[src/core_macros.svh]
`ifndef CORE_MACROS_SVH
`define CORE_MACROS_SVH

// Datapath width in bits
`define CORE_XLEN 32

// Architectural register count, r0 included
`define CORE_NREGS 32

// Width of a register number
`define CORE_RADDR_W 5

// Instruction buffer entries
`define CORE_IB_DEPTH 4

`endif

[src/core_isa_pkg.sv]
`default_nettype none

`include "core_macros.svh"

package core_isa_pkg;

    typedef logic [`CORE_XLEN-1:0]    word_t;
    typedef logic [`CORE_XLEN-1:0]    pc_t;
    typedef logic [31:0]              instr_t;
    typedef logic [`CORE_RADDR_W-1:0] reg_addr_t;

    typedef enum logic [2:0] {
        ALU_ADD,
        ALU_SUB,
        ALU_AND,
        ALU_OR,
        ALU_XOR,
        ALU_MUL,
        ALU_LUI,  // Passes b, immediate already shifted
        ALU_NOP
    } alu_op_e;

    // 3R format, opcode in bits 31:15
    localparam int          F_OPC3R_LSB = 15;
    localparam logic [16:0] OPC3R_ADD   = 17'h00020;
    localparam logic [16:0] OPC3R_SUB   = 17'h00022;
    localparam logic [16:0] OPC3R_AND   = 17'h00029;
    localparam logic [16:0] OPC3R_OR    = 17'h0002A;
    localparam logic [16:0] OPC3R_XOR   = 17'h0002B;
    localparam logic [16:0] OPC3R_MUL   = 17'h00038;

    // 2RI12 and 1RI20 formats
    localparam int          F_OPC10_LSB = 22;
    localparam logic [9:0]  OPC_ADDI    = 10'h00A;
    localparam int          F_OPC7_LSB  = 25;
    localparam logic [6:0]  OPC_LU12I   = 7'h0A;

    // Operand fields
    localparam int F_RD_LSB   = 0;
    localparam int F_RJ_LSB   = 5;
    localparam int F_RK_LSB   = 10;
    localparam int F_SI12_LSB = 10;
    localparam int SI12_W     = 12;
    localparam int F_SI20_LSB = 5;
    localparam int SI20_W     = 20;

endpackage

`default_nettype wire

[src/core_pipe_pkg.sv]
`default_nettype none

package core_pipe_pkg;

    import core_isa_pkg::*;

    // Fetch port and buffer entry
    typedef struct packed {
        pc_t    pc;
        instr_t instr;
    } fetch_item_s;

    // Decode output
    typedef struct packed {
        logic      valid;
        pc_t       pc;
        alu_op_e   op;
        reg_addr_t rj;
        reg_addr_t rk;
        reg_addr_t rd;
        logic      use_imm;
        word_t     imm;      // Sign-extended, or shifted for lu12i.w
        logic      we;       // Low for r0 and unknown encodings
    } decoded_s;

    // Dispatch to execute
    typedef struct packed {
        logic      valid;
        pc_t       pc;
        alu_op_e   op;
        reg_addr_t rd;
        logic      we;
        word_t     a;
        word_t     b;
    } issue_s;

    // Writeback, also the forwarding source
    typedef struct packed {
        logic      valid;
        pc_t       pc;
        logic      we;
        reg_addr_t waddr;
        word_t     wdata;
    } commit_s;

endpackage

`default_nettype wire

[src/instr_buffer.sv]
`timescale 1ns/1ns
`default_nettype none

`include "core_macros.svh"

module instr_buffer import core_pipe_pkg::*; (
    input  wire         clk,
    input  wire         rst_n_i,
    input  logic        push_valid_i,
    input  fetch_item_s push_item_i,
    output logic        push_ready_o,
    input  logic        pop_i,
    output logic        head_valid_o,
    output fetch_item_s head_item_o
);

    localparam int DEPTH = `CORE_IB_DEPTH;
    localparam int PTR_W = (DEPTH > 1) ? $clog2(DEPTH) : 1;
    localparam int CNT_W = $clog2(DEPTH + 1);

    fetch_item_s      mem_q [DEPTH];
    logic [PTR_W-1:0] wr_ptr_q;
    logic [PTR_W-1:0] rd_ptr_q;
    logic [CNT_W-1:0] count_q;
    logic             push;
    logic             pop;

    function automatic logic [PTR_W-1:0] ptr_inc(input logic [PTR_W-1:0] ptr);
        return (ptr == PTR_W'(DEPTH - 1)) ? '0 : ptr + 1'b1;
    endfunction

    assign push_ready_o = (count_q != CNT_W'(DEPTH));  // Low only when full
    assign head_valid_o = (count_q != '0);
    assign head_item_o  = mem_q[rd_ptr_q];              // Head visible with no pop delay

    assign push = push_valid_i && push_ready_o;
    assign pop  = pop_i && head_valid_o;

    always_ff @(posedge clk) begin
        if (push) begin
            mem_q[wr_ptr_q] <= push_item_i;
        end
    end

    always_ff @(posedge clk or negedge rst_n_i) begin
        if (!rst_n_i) begin
            wr_ptr_q <= '0;
            rd_ptr_q <= '0;
            count_q  <= '0;
        end else begin
            if (push) begin
                wr_ptr_q <= ptr_inc(wr_ptr_q);
            end
            if (pop) begin
                rd_ptr_q <= ptr_inc(rd_ptr_q);
            end
            case ({push, pop})
                2'b10:   count_q <= count_q + 1'b1;
                2'b01:   count_q <= count_q - 1'b1;
                default: count_q <= count_q;  // Both or neither
            endcase
        end
    end

endmodule

`default_nettype wire

[src/decoder.sv]
`timescale 1ns/1ns
`default_nettype none

module decoder import core_isa_pkg::*, core_pipe_pkg::*; (
    input  logic        item_valid_i,
    input  fetch_item_s item_i,
    output decoded_s    dec_o
);

    instr_t            ins;
    logic [16:0]       opc3r;
    logic [9:0]        opc10;
    logic [6:0]        opc7;
    logic [SI12_W-1:0] si12;
    logic [SI20_W-1:0] si20;
    logic              known;

    assign ins   = item_i.instr;
    assign opc3r = ins[31:F_OPC3R_LSB];
    assign opc10 = ins[31:F_OPC10_LSB];
    assign opc7  = ins[31:F_OPC7_LSB];
    assign si12  = ins[F_SI12_LSB +: SI12_W];
    assign si20  = ins[F_SI20_LSB +: SI20_W];

    always_comb begin
        known         = 1'b1;
        dec_o.valid   = item_valid_i;
        dec_o.pc      = item_i.pc;
        dec_o.rd      = ins[F_RD_LSB +: `CORE_RADDR_W];
        dec_o.rj      = ins[F_RJ_LSB +: `CORE_RADDR_W];
        dec_o.rk      = ins[F_RK_LSB +: `CORE_RADDR_W];
        dec_o.op      = ALU_NOP;
        dec_o.use_imm = 1'b0;
        dec_o.imm     = '0;

        if (opc7 == OPC_LU12I) begin
            dec_o.op      = ALU_LUI;
            dec_o.use_imm = 1'b1;
            dec_o.imm     = {si20, 12'b0};
        end else if (opc10 == OPC_ADDI) begin
            dec_o.op      = ALU_ADD;
            dec_o.use_imm = 1'b1;
            dec_o.imm     = {{(`CORE_XLEN - SI12_W){si12[SI12_W-1]}}, si12};
        end else begin
            case (opc3r)
                OPC3R_ADD: dec_o.op = ALU_ADD;
                OPC3R_SUB: dec_o.op = ALU_SUB;
                OPC3R_AND: dec_o.op = ALU_AND;
                OPC3R_OR:  dec_o.op = ALU_OR;
                OPC3R_XOR: dec_o.op = ALU_XOR;
                OPC3R_MUL: dec_o.op = ALU_MUL;
                default:   known    = 1'b0;  // Commits as a NOP with wen low
            endcase
        end

        // r0 never written
        dec_o.we = item_valid_i && known && (dec_o.rd != '0);
    end

endmodule

`default_nettype wire

[src/regfile.sv]
`timescale 1ns/1ns
`default_nettype none

`include "core_macros.svh"

module regfile import core_isa_pkg::*; (
    input  wire       clk,
    input  wire       rst_n_i,
    input  reg_addr_t raddr_a_i,
    input  reg_addr_t raddr_b_i,
    output word_t     rdata_a_o,
    output word_t     rdata_b_o,
    input  logic      we_i,
    input  reg_addr_t waddr_i,
    input  word_t     wdata_i
);

    word_t regs [1:`CORE_NREGS-1];  // No storage behind r0

    // Same-cycle write is passed through to the reader
    function automatic word_t read_port(input reg_addr_t addr);
        if (addr == '0) begin
            return '0;
        end else if (we_i && (waddr_i == addr)) begin
            return wdata_i;
        end
        return regs[addr];
    endfunction

    always_comb begin
        rdata_a_o = read_port(raddr_a_i);
        rdata_b_o = read_port(raddr_b_i);
    end

    always_ff @(posedge clk or negedge rst_n_i) begin
        if (!rst_n_i) begin
            for (int i = 1; i < `CORE_NREGS; i++) begin
                regs[i] <= '0;
            end
        end else if (we_i && (waddr_i != '0)) begin
            regs[waddr_i] <= wdata_i;
        end
    end

endmodule

`default_nettype wire

[src/dispatch.sv]
`timescale 1ns/1ns
`default_nettype none

module dispatch import core_isa_pkg::*, core_pipe_pkg::*; (
    input  wire       clk,
    input  wire       rst_n_i,
    input  decoded_s  dec_i,
    output logic      ib_pop_o,
    output reg_addr_t raddr_a_o,
    output reg_addr_t raddr_b_o,
    input  word_t     rdata_a_i,
    input  word_t     rdata_b_i,
    input  commit_s   fwd_i,
    input  logic      ex_busy_i,
    output issue_s    issue_o
);

    word_t opnd_a;
    word_t opnd_rk;
    word_t opnd_b;

    // Result about to be registered in execute wins over the register file
    function automatic word_t pick_operand(
        input reg_addr_t addr,
        input word_t     rf_val,
        input commit_s   fwd
    );
        if (fwd.valid && fwd.we && (fwd.waddr == addr)) begin
            return fwd.wdata;
        end
        return rf_val;
    endfunction

    assign raddr_a_o = dec_i.rj;
    assign raddr_b_o = dec_i.rk;

    assign opnd_a  = pick_operand(dec_i.rj, rdata_a_i, fwd_i);
    assign opnd_rk = pick_operand(dec_i.rk, rdata_b_i, fwd_i);
    assign opnd_b  = dec_i.use_imm ? dec_i.imm : opnd_rk;

    assign ib_pop_o = dec_i.valid && !ex_busy_i;  // Head taken this edge

    always_ff @(posedge clk or negedge rst_n_i) begin
        if (!rst_n_i) begin
            issue_o.valid <= 1'b0;
            issue_o.we    <= 1'b0;
        end else if (!ex_busy_i) begin
            issue_o.valid <= dec_i.valid;
            issue_o.we    <= dec_i.we;
            issue_o.pc    <= dec_i.pc;
            issue_o.op    <= dec_i.op;
            issue_o.rd    <= dec_i.rd;
            issue_o.a     <= opnd_a;
            issue_o.b     <= opnd_b;
        end
        // Held while the multiplier runs
    end

endmodule

`default_nettype wire

[src/alu_ex.sv]
`timescale 1ns/1ns
`default_nettype none

`include "core_macros.svh"

module alu_ex import core_isa_pkg::*, core_pipe_pkg::*; (
    input  wire     clk,
    input  wire     rst_n_i,
    input  issue_s  issue_i,
    output logic    busy_o,
    output commit_s fwd_o,
    output commit_s commit_o
);

    localparam int STEP_W = $clog2(`CORE_XLEN);

    typedef enum logic [1:0] {
        MUL_IDLE,
        MUL_RUN,
        MUL_DONE
    } mul_state_e;

    mul_state_e        state_q;
    mul_state_e        state_d;
    logic [STEP_W-1:0] step_q;
    word_t             mcand_q;
    word_t             mplier_q;
    word_t             acc_q;
    word_t             alu_res;
    logic              is_mul;
    logic              mul_start;

    assign is_mul    = issue_i.valid && (issue_i.op == ALU_MUL);
    assign mul_start = (state_q == MUL_IDLE) && is_mul;

    always_comb begin
        case (issue_i.op)
            ALU_ADD: alu_res = issue_i.a + issue_i.b;
            ALU_SUB: alu_res = issue_i.a - issue_i.b;
            ALU_AND: alu_res = issue_i.a & issue_i.b;
            ALU_OR:  alu_res = issue_i.a | issue_i.b;
            ALU_XOR: alu_res = issue_i.a ^ issue_i.b;
            ALU_LUI: alu_res = issue_i.b;
            default: alu_res = '0;  // NOP, product comes from acc_q
        endcase
    end

    always_comb begin
        state_d = state_q;
        case (state_q)
            MUL_IDLE: if (is_mul) state_d = MUL_RUN;
            MUL_RUN:  if (step_q == STEP_W'(`CORE_XLEN - 1)) state_d = MUL_DONE;
            MUL_DONE: state_d = MUL_IDLE;
            default:  state_d = MUL_IDLE;
        endcase
    end

    // Dispatch must keep the mul in place until the product is ready
    assign busy_o = mul_start || (state_q == MUL_RUN);

    always_ff @(posedge clk or negedge rst_n_i) begin
        if (!rst_n_i) begin
            state_q <= MUL_IDLE;
            step_q  <= '0;
        end else begin
            state_q <= state_d;
            if (mul_start) begin
                step_q <= '0;
            end else if (state_q == MUL_RUN) begin
                step_q <= step_q + 1'b1;
            end
        end
    end

    // Shift-add, one multiplier bit per cycle, low word kept
    always_ff @(posedge clk) begin
        if (mul_start) begin
            mcand_q  <= issue_i.a;
            mplier_q <= issue_i.b;
            acc_q    <= '0;
        end else if (state_q == MUL_RUN) begin
            if (mplier_q[0]) begin
                acc_q <= acc_q + mcand_q;
            end
            mcand_q  <= mcand_q << 1;
            mplier_q <= mplier_q >> 1;
        end
    end

    always_comb begin
        fwd_o.pc    = issue_i.pc;
        fwd_o.waddr = issue_i.rd;
        fwd_o.wdata = alu_res;
        fwd_o.valid = 1'b0;
        fwd_o.we    = 1'b0;
        if (state_q == MUL_DONE) begin
            fwd_o.valid = 1'b1;
            fwd_o.we    = issue_i.we;
            fwd_o.wdata = acc_q;
        end else if ((state_q == MUL_IDLE) && issue_i.valid && !is_mul) begin
            fwd_o.valid = 1'b1;  // Single-cycle ops
            fwd_o.we    = issue_i.we;
        end
    end

    always_ff @(posedge clk or negedge rst_n_i) begin
        if (!rst_n_i) begin
            commit_o <= '0;
        end else begin
            commit_o <= fwd_o;
        end
    end

endmodule

`default_nettype wire

[src/core_top.sv]
`timescale 1ns/1ns
`default_nettype none

module core_top import core_isa_pkg::*, core_pipe_pkg::*; (
    input  wire         clk,
    input  wire         rst_n_i,
    input  logic        fetch_valid_i,
    input  fetch_item_s fetch_item_i,
    output logic        fetch_ready_o,
    output logic        debug_wb_valid_o,
    output pc_t         debug_wb_pc_o,
    output logic        debug_wb_rf_wen_o,
    output reg_addr_t   debug_wb_rf_wnum_o,
    output word_t       debug_wb_rf_wdata_o
);

    fetch_item_s ib_head;
    logic        ib_valid;
    logic        ib_pop;
    decoded_s    dec;
    reg_addr_t   rf_raddr_a;
    reg_addr_t   rf_raddr_b;
    word_t       rf_rdata_a;
    word_t       rf_rdata_b;
    issue_s      issue;
    logic        ex_busy;
    commit_s     ex_fwd;
    commit_s     wb;

    instr_buffer u_instr_buffer (
        .clk          (clk),
        .rst_n_i      (rst_n_i),
        .push_valid_i (fetch_valid_i),
        .push_item_i  (fetch_item_i),
        .push_ready_o (fetch_ready_o),
        .pop_i        (ib_pop),
        .head_valid_o (ib_valid),
        .head_item_o  (ib_head)
    );

    decoder u_decoder (
        .item_valid_i (ib_valid),
        .item_i       (ib_head),
        .dec_o        (dec)
    );

    regfile u_regfile (
        .clk       (clk),
        .rst_n_i   (rst_n_i),
        .raddr_a_i (rf_raddr_a),
        .raddr_b_i (rf_raddr_b),
        .rdata_a_o (rf_rdata_a),
        .rdata_b_o (rf_rdata_b),
        .we_i      (wb.valid && wb.we),
        .waddr_i   (wb.waddr),
        .wdata_i   (wb.wdata)
    );

    dispatch u_dispatch (
        .clk       (clk),
        .rst_n_i   (rst_n_i),
        .dec_i     (dec),
        .ib_pop_o  (ib_pop),
        .raddr_a_o (rf_raddr_a),
        .raddr_b_o (rf_raddr_b),
        .rdata_a_i (rf_rdata_a),
        .rdata_b_i (rf_rdata_b),
        .fwd_i     (ex_fwd),
        .ex_busy_i (ex_busy),
        .issue_o   (issue)
    );

    alu_ex u_alu_ex (
        .clk      (clk),
        .rst_n_i  (rst_n_i),
        .issue_i  (issue),
        .busy_o   (ex_busy),
        .fwd_o    (ex_fwd),
        .commit_o (wb)
    );

    // Debug commit port straight off the writeback register
    assign debug_wb_valid_o    = wb.valid;
    assign debug_wb_pc_o       = wb.pc;
    assign debug_wb_rf_wen_o   = wb.valid && wb.we;
    assign debug_wb_rf_wnum_o  = wb.waddr;
    assign debug_wb_rf_wdata_o = wb.wdata;

endmodule

`default_nettype wire

[config.mk]
export PLATFORM = sky130hd
export DESIGN_NAME = core_top
export DESIGN_NICKNAME = d
export VERILOG_FILES = /design/src/core_isa_pkg.sv /design/src/core_pipe_pkg.sv /design/src/instr_buffer.sv /design/src/decoder.sv /design/src/regfile.sv /design/src/dispatch.sv /design/src/alu_ex.sv /design/src/core_top.sv
export VERILOG_INCLUDE_DIRS = /design/src
export SDC_FILE = /design/constraint.sdc
export NUM_CORES = 2
export LEC_CHECK = 0
export BUFFER_PORTS_ARGS = -buffer_cell sky130_fd_sc_hd__buf_2
export CORE_MARGIN = 2
export CORE_UTILIZATION = 55
export CTS_CLUSTER_SIZE = 16
export DETAILED_ROUTE_END_ITERATION = 10
export HOLD_SLACK_MARGIN = 0.12
export PLACE_DENSITY_LB_ADDON = 0.25
export SLEW_MARGIN = 40
export SYNTH_ARGS = -nofsm -noshare
export SYNTH_HDL_FRONTEND = slang
export SYNTH_SLANG_ARGS = --single-unit
[constraint.sdc]
create_clock -name clk -period 12 [get_ports clk]
set_input_delay 0.6 -clock clk [delete_from_list [all_inputs] [get_ports clk]]
set_output_delay 0.6 -clock clk [all_outputs]
set_load 0.03 [all_outputs]
==> flow_metrics.py <==
metrics = {
    "logic_synthesis": {
        "ys_types": 90,
        "synth-simple-area-share": 0.0633,
        "synth-main-ff-cell": "dfrtp_1",
        "synth_most_common_cell": "dfrtp_1",
        "syn-instance-count": 6154,
        "synth_nets": 6359,
        "synthTopCellsByArea": "dfrtp_1 34%, edfxtp_1 16%, mux2_2 14%, mux4_2 13%, nand2_1 3.1%",
        "synthAdderAreaFrac": 0.0217,
        "yosysWarnings": 0,
        "synth.area.mux_share": 0.286,
        "synth_xor_xnor_area_share": 0.0110,
        "synth_compound_area_frac": 0.0763,
        "synth.avg_cell_area_um2": 13.1,
        "async_flop_share": 0.703,
        "ys_seq_elements": 1535,
        "yosys.area.top_type": "dfrtp_1",
        "yosys.area.top_type_share": 0.335,
        "synth-seq-area-share": 0.501,
        "netlist_area_um2": 80600,
        "synth_edf_count": 424,
        "yosys-top-cells-count": "1079 x dfrtp_1, 1006 x mux2_2, 656 x nand2_1, 453 x mux4_2, 424 x edfxtp_1",
        "synth_top_family_by_area": "multiplexers",
    },
    "route": {
        "wl_mm": 261,
        "dr.pass1.iters": 7,
        "wl_per_cell_um": 32.1,
        "vias": 56600,
        "drtAntennaViolNets": 0,
        "drt_iter0_markers": 6732,
        "via_per_inst": 6.94,
        "drcViolationCount": 0,
    },
    "global_routing": {
        "met2_usage": 0.520,
        "grt_antenna_before_repair": 12,
        "grt_pass1_vias": 56500,
        "use_met3": 0.102,
        "gr-total-overflow": 0,
        "grt_busiest_layer": "met2",
        "grt_pass1_wl_mm": 384,
        "grtUsageMet1": 0.451,
        "track_usage": 0.347,
        "grt_max_degree": 154,
    },
    "layout": {
        "nets": 6303,
        "area_growth_pct": 10.3,
        "drive_above_1_share": 0.339,
        "multi_input_area_um2": 37400,
        "fill_cells": 11100,
        "seq_area_um2": 40400,
    },
    "timing": {
        "period_share": 0.533,
        "skew_ns": 0.0606,
        "tightest_slew_ns": 0.986,
        "tns_ns": 0,
        "period_minus_slack_ns": 6.39,
        "finalMaxSlewViolations": 0,
        "worst_slack_ns": 5.61,
        "finalSetupViolCount": 0,
        "rsz0062_at_grt": "no",
        "slew_headroom": 0.340,
        "fmax_mhz": 156,
        "hold_viol_final": 0,
    },
    "die": {
        "core_um2": 146000,
        "ios": 139,
        "fp.dieW_um": 387,
        "die-area_um2": 150000,
        "std_cell_rows": 140,
        "start_util": 0.553,
        "fp.dieH_um": 387,
    },
    "setup_path": {
        "path_class": "reg2reg",
        "worst_setup_path_start_kind": "flip-flop",
        "path_cells": "buf_4 > mux4_4 > buf_4 > buf_4 > buf_4 > mux4_2 > mux2i_1 > o22ai_1 > a21oi_1 > o21ai_0 > a221o_1",
        "required_ns": 12.57,
        "worstPathMaxFanout": 56,
        "cp-startpoint": "u_instr_buffer.rd_ptr_q[1]",
        "critical_path.max_stage_delay_ns": 0.79,
        "reg2reg_from": "u_instr_buffer.rd_ptr_q[1]",
        "cp_top_family": "buffers and inverters",
        "path_common_cell": "buf_4",
        "cp_slowest_cell": "buf_4",
        "endpoint_kind": "flip-flop",
        "crit_buf_inv": 4,
        "cp.arrival_ns": 6.96,
    },
    "power": {
        "vdd_ir_drop_max_mv": 0.276,
        "leakage_nw": 38.2,
        "powerDensity_nw_per_um2": 224,
    },
    "clock_tree": {
        "cts_num_sinks": 1535,
        "clkSlewWorstSetupHoldPaths_ns": 0.06,
        "cts_made_buffers": 159,
        "cts_htree_levels": 4,
        "cts_tree": "yes",
        "insertion_delay_ns": 0.84,
        "cts_root_buf": "clkbuf_16",
        "clockBufferDepth": 3,
    },
    "placement": {
        "detailed_place_hpwl_mm": 157,
        "gp_congestion": 0.961,
        "io_buffers": 138,
        "pre_cts_slack_ns": 5.75,
    },
    "hold_path": {
        "hp-class": "in2async",
    },
    "job": {
        "cap_violations": 0,
    },
    "outcome": {
        "status": "finished clean",
    },
}
==> stage by stage <==
stage / instance area (um2) / instances / hold WS (ns) / util / power (mW)
after floorplan: 80600 / 6154 / 0.304 / - / 11.8
after CTS: 88700 / 8144 / 0.217 / 0.609 / 19.7
after global routing: 88900 / 8149 / 0.251 / 0.610 / 20.6
final: 88900 / 8152 / 0.248 / 0.611 / 19.9
after detailed placement: 82600 / 7784 / 0.334 / 0.568 / 14.6
after global placement: 82300 / 7775 / 0.331 / 0.566 / 14.5
==> power by group <==
group | internal [mW] | total [mW] | switching (mW)
registers | 6.05 | 6.52 | 0.476
clock network | 2.85 | 5.08 | 2.23
logic | 2.69 | 8.34 | 5.65
total | 11.6 | 19.9 | 8.35
==> cell usage in the layout, fill, tap and decap left out, drive strengths merged, types with 24 or more instances in the layout <==
master,instances
dfrtp,1079
mux2,1009
nand2,656
mux4,466
edfxtp,424
buf,295
o21ai,261
clkbuf,233
a21oi,227
nor2,168
ha,135
mux2i,109
inv,106
nand3,99
xnor2,73
a31oi,71
a221oi,67
dlygate4sd3,65
and3,63
a211oi,55
nor3,50
clkinv,45
a21o,38
dfxtp,32
xor2,28
a22oi,28
nor2b,26
o211ai,24
==> metal layers <==
layer / part of all wire / vias up
met3: 0.11 / 1002
met4: 0.069 / 8
met5: 0.00018 / -
met2: 0.45 / 3460
li1: - / 23000
met1: 0.37 / 29100
==> flip-flops by register name, summed over array words and instances (netlist names) <==
signal and cells:
u_instr_buffer.wr_ptr_q 2, u_alu_ex.commit_o 71, u_alu_ex.step_q 5, u_regfile.regs 992, u_instr_buffer.count_q 3, u_alu_ex.acc_q 32
u_alu_ex.mplier_q 32, u_alu_ex.state_q 2, u_instr_buffer.mem_q 256, u_alu_ex.mcand_q 32, u_dispatch.issue_o 106, u_instr_buffer.rd_ptr_q 2
==> cell families (layout without fill, tap and decap cells) <==
logic type / Yosys count / in the layout
buffers and inverters: 680 / 758
other: 0 / 3
AOI/OAI and AO/OA: 954 / 954
muxes: 1584 / 1584
DFF: 1535 / 1535
and+or+nand+nor: 1162 / 1162
xor gates and xnor gates: 101 / 101
adders and majority gates: 138 / 138
==> final cells by class <==
class / instances / share of cell area
Clock inverter: 63 / 0.00970
Timing Repair Buffer: 361 / 0.0321
Inverter: 102 / 0.00431
Clock buffer: 232 / 0.0512
Tap cell: 1917 / 0.0270
Multi-Input combinational cell: 3939 / 0.421
Sequential cell: 1535 / 0.455
Antenna cell: 3 / 0.0000845
==> what timing repair did <==
action | in CTS | in global routing
setup buffers | 0 | 0
hold endpoints to repair | 288 | 0
resized for setup | 0 | 0
setup endpoints to repair | 0 | 0
hold buffers | 65 | 0
==> worst paths after layout <==
| path | endpoint | slack (ns) | depth (start not counted) |
|---|---|---|---|
| min reg2reg | u_alu_ex.commit_o[64] | 0.35 | 0 |
| min | u_alu_ex.commit_o[67] | 0.25 | 2 |
| max reg2reg | u_dispatch.issue_o[11] | 5.61 | 11 |
| max in group asynchronous | u_regfile.regs[891] | 8.82 | 7 |
| max | u_dispatch.issue_o[11] | 5.61 | 11 |
| min in group clk | u_instr_buffer.wr_ptr_q[0] | 0.25 | 3 |
Note: power is estimated with default switching activity, not from simulation.
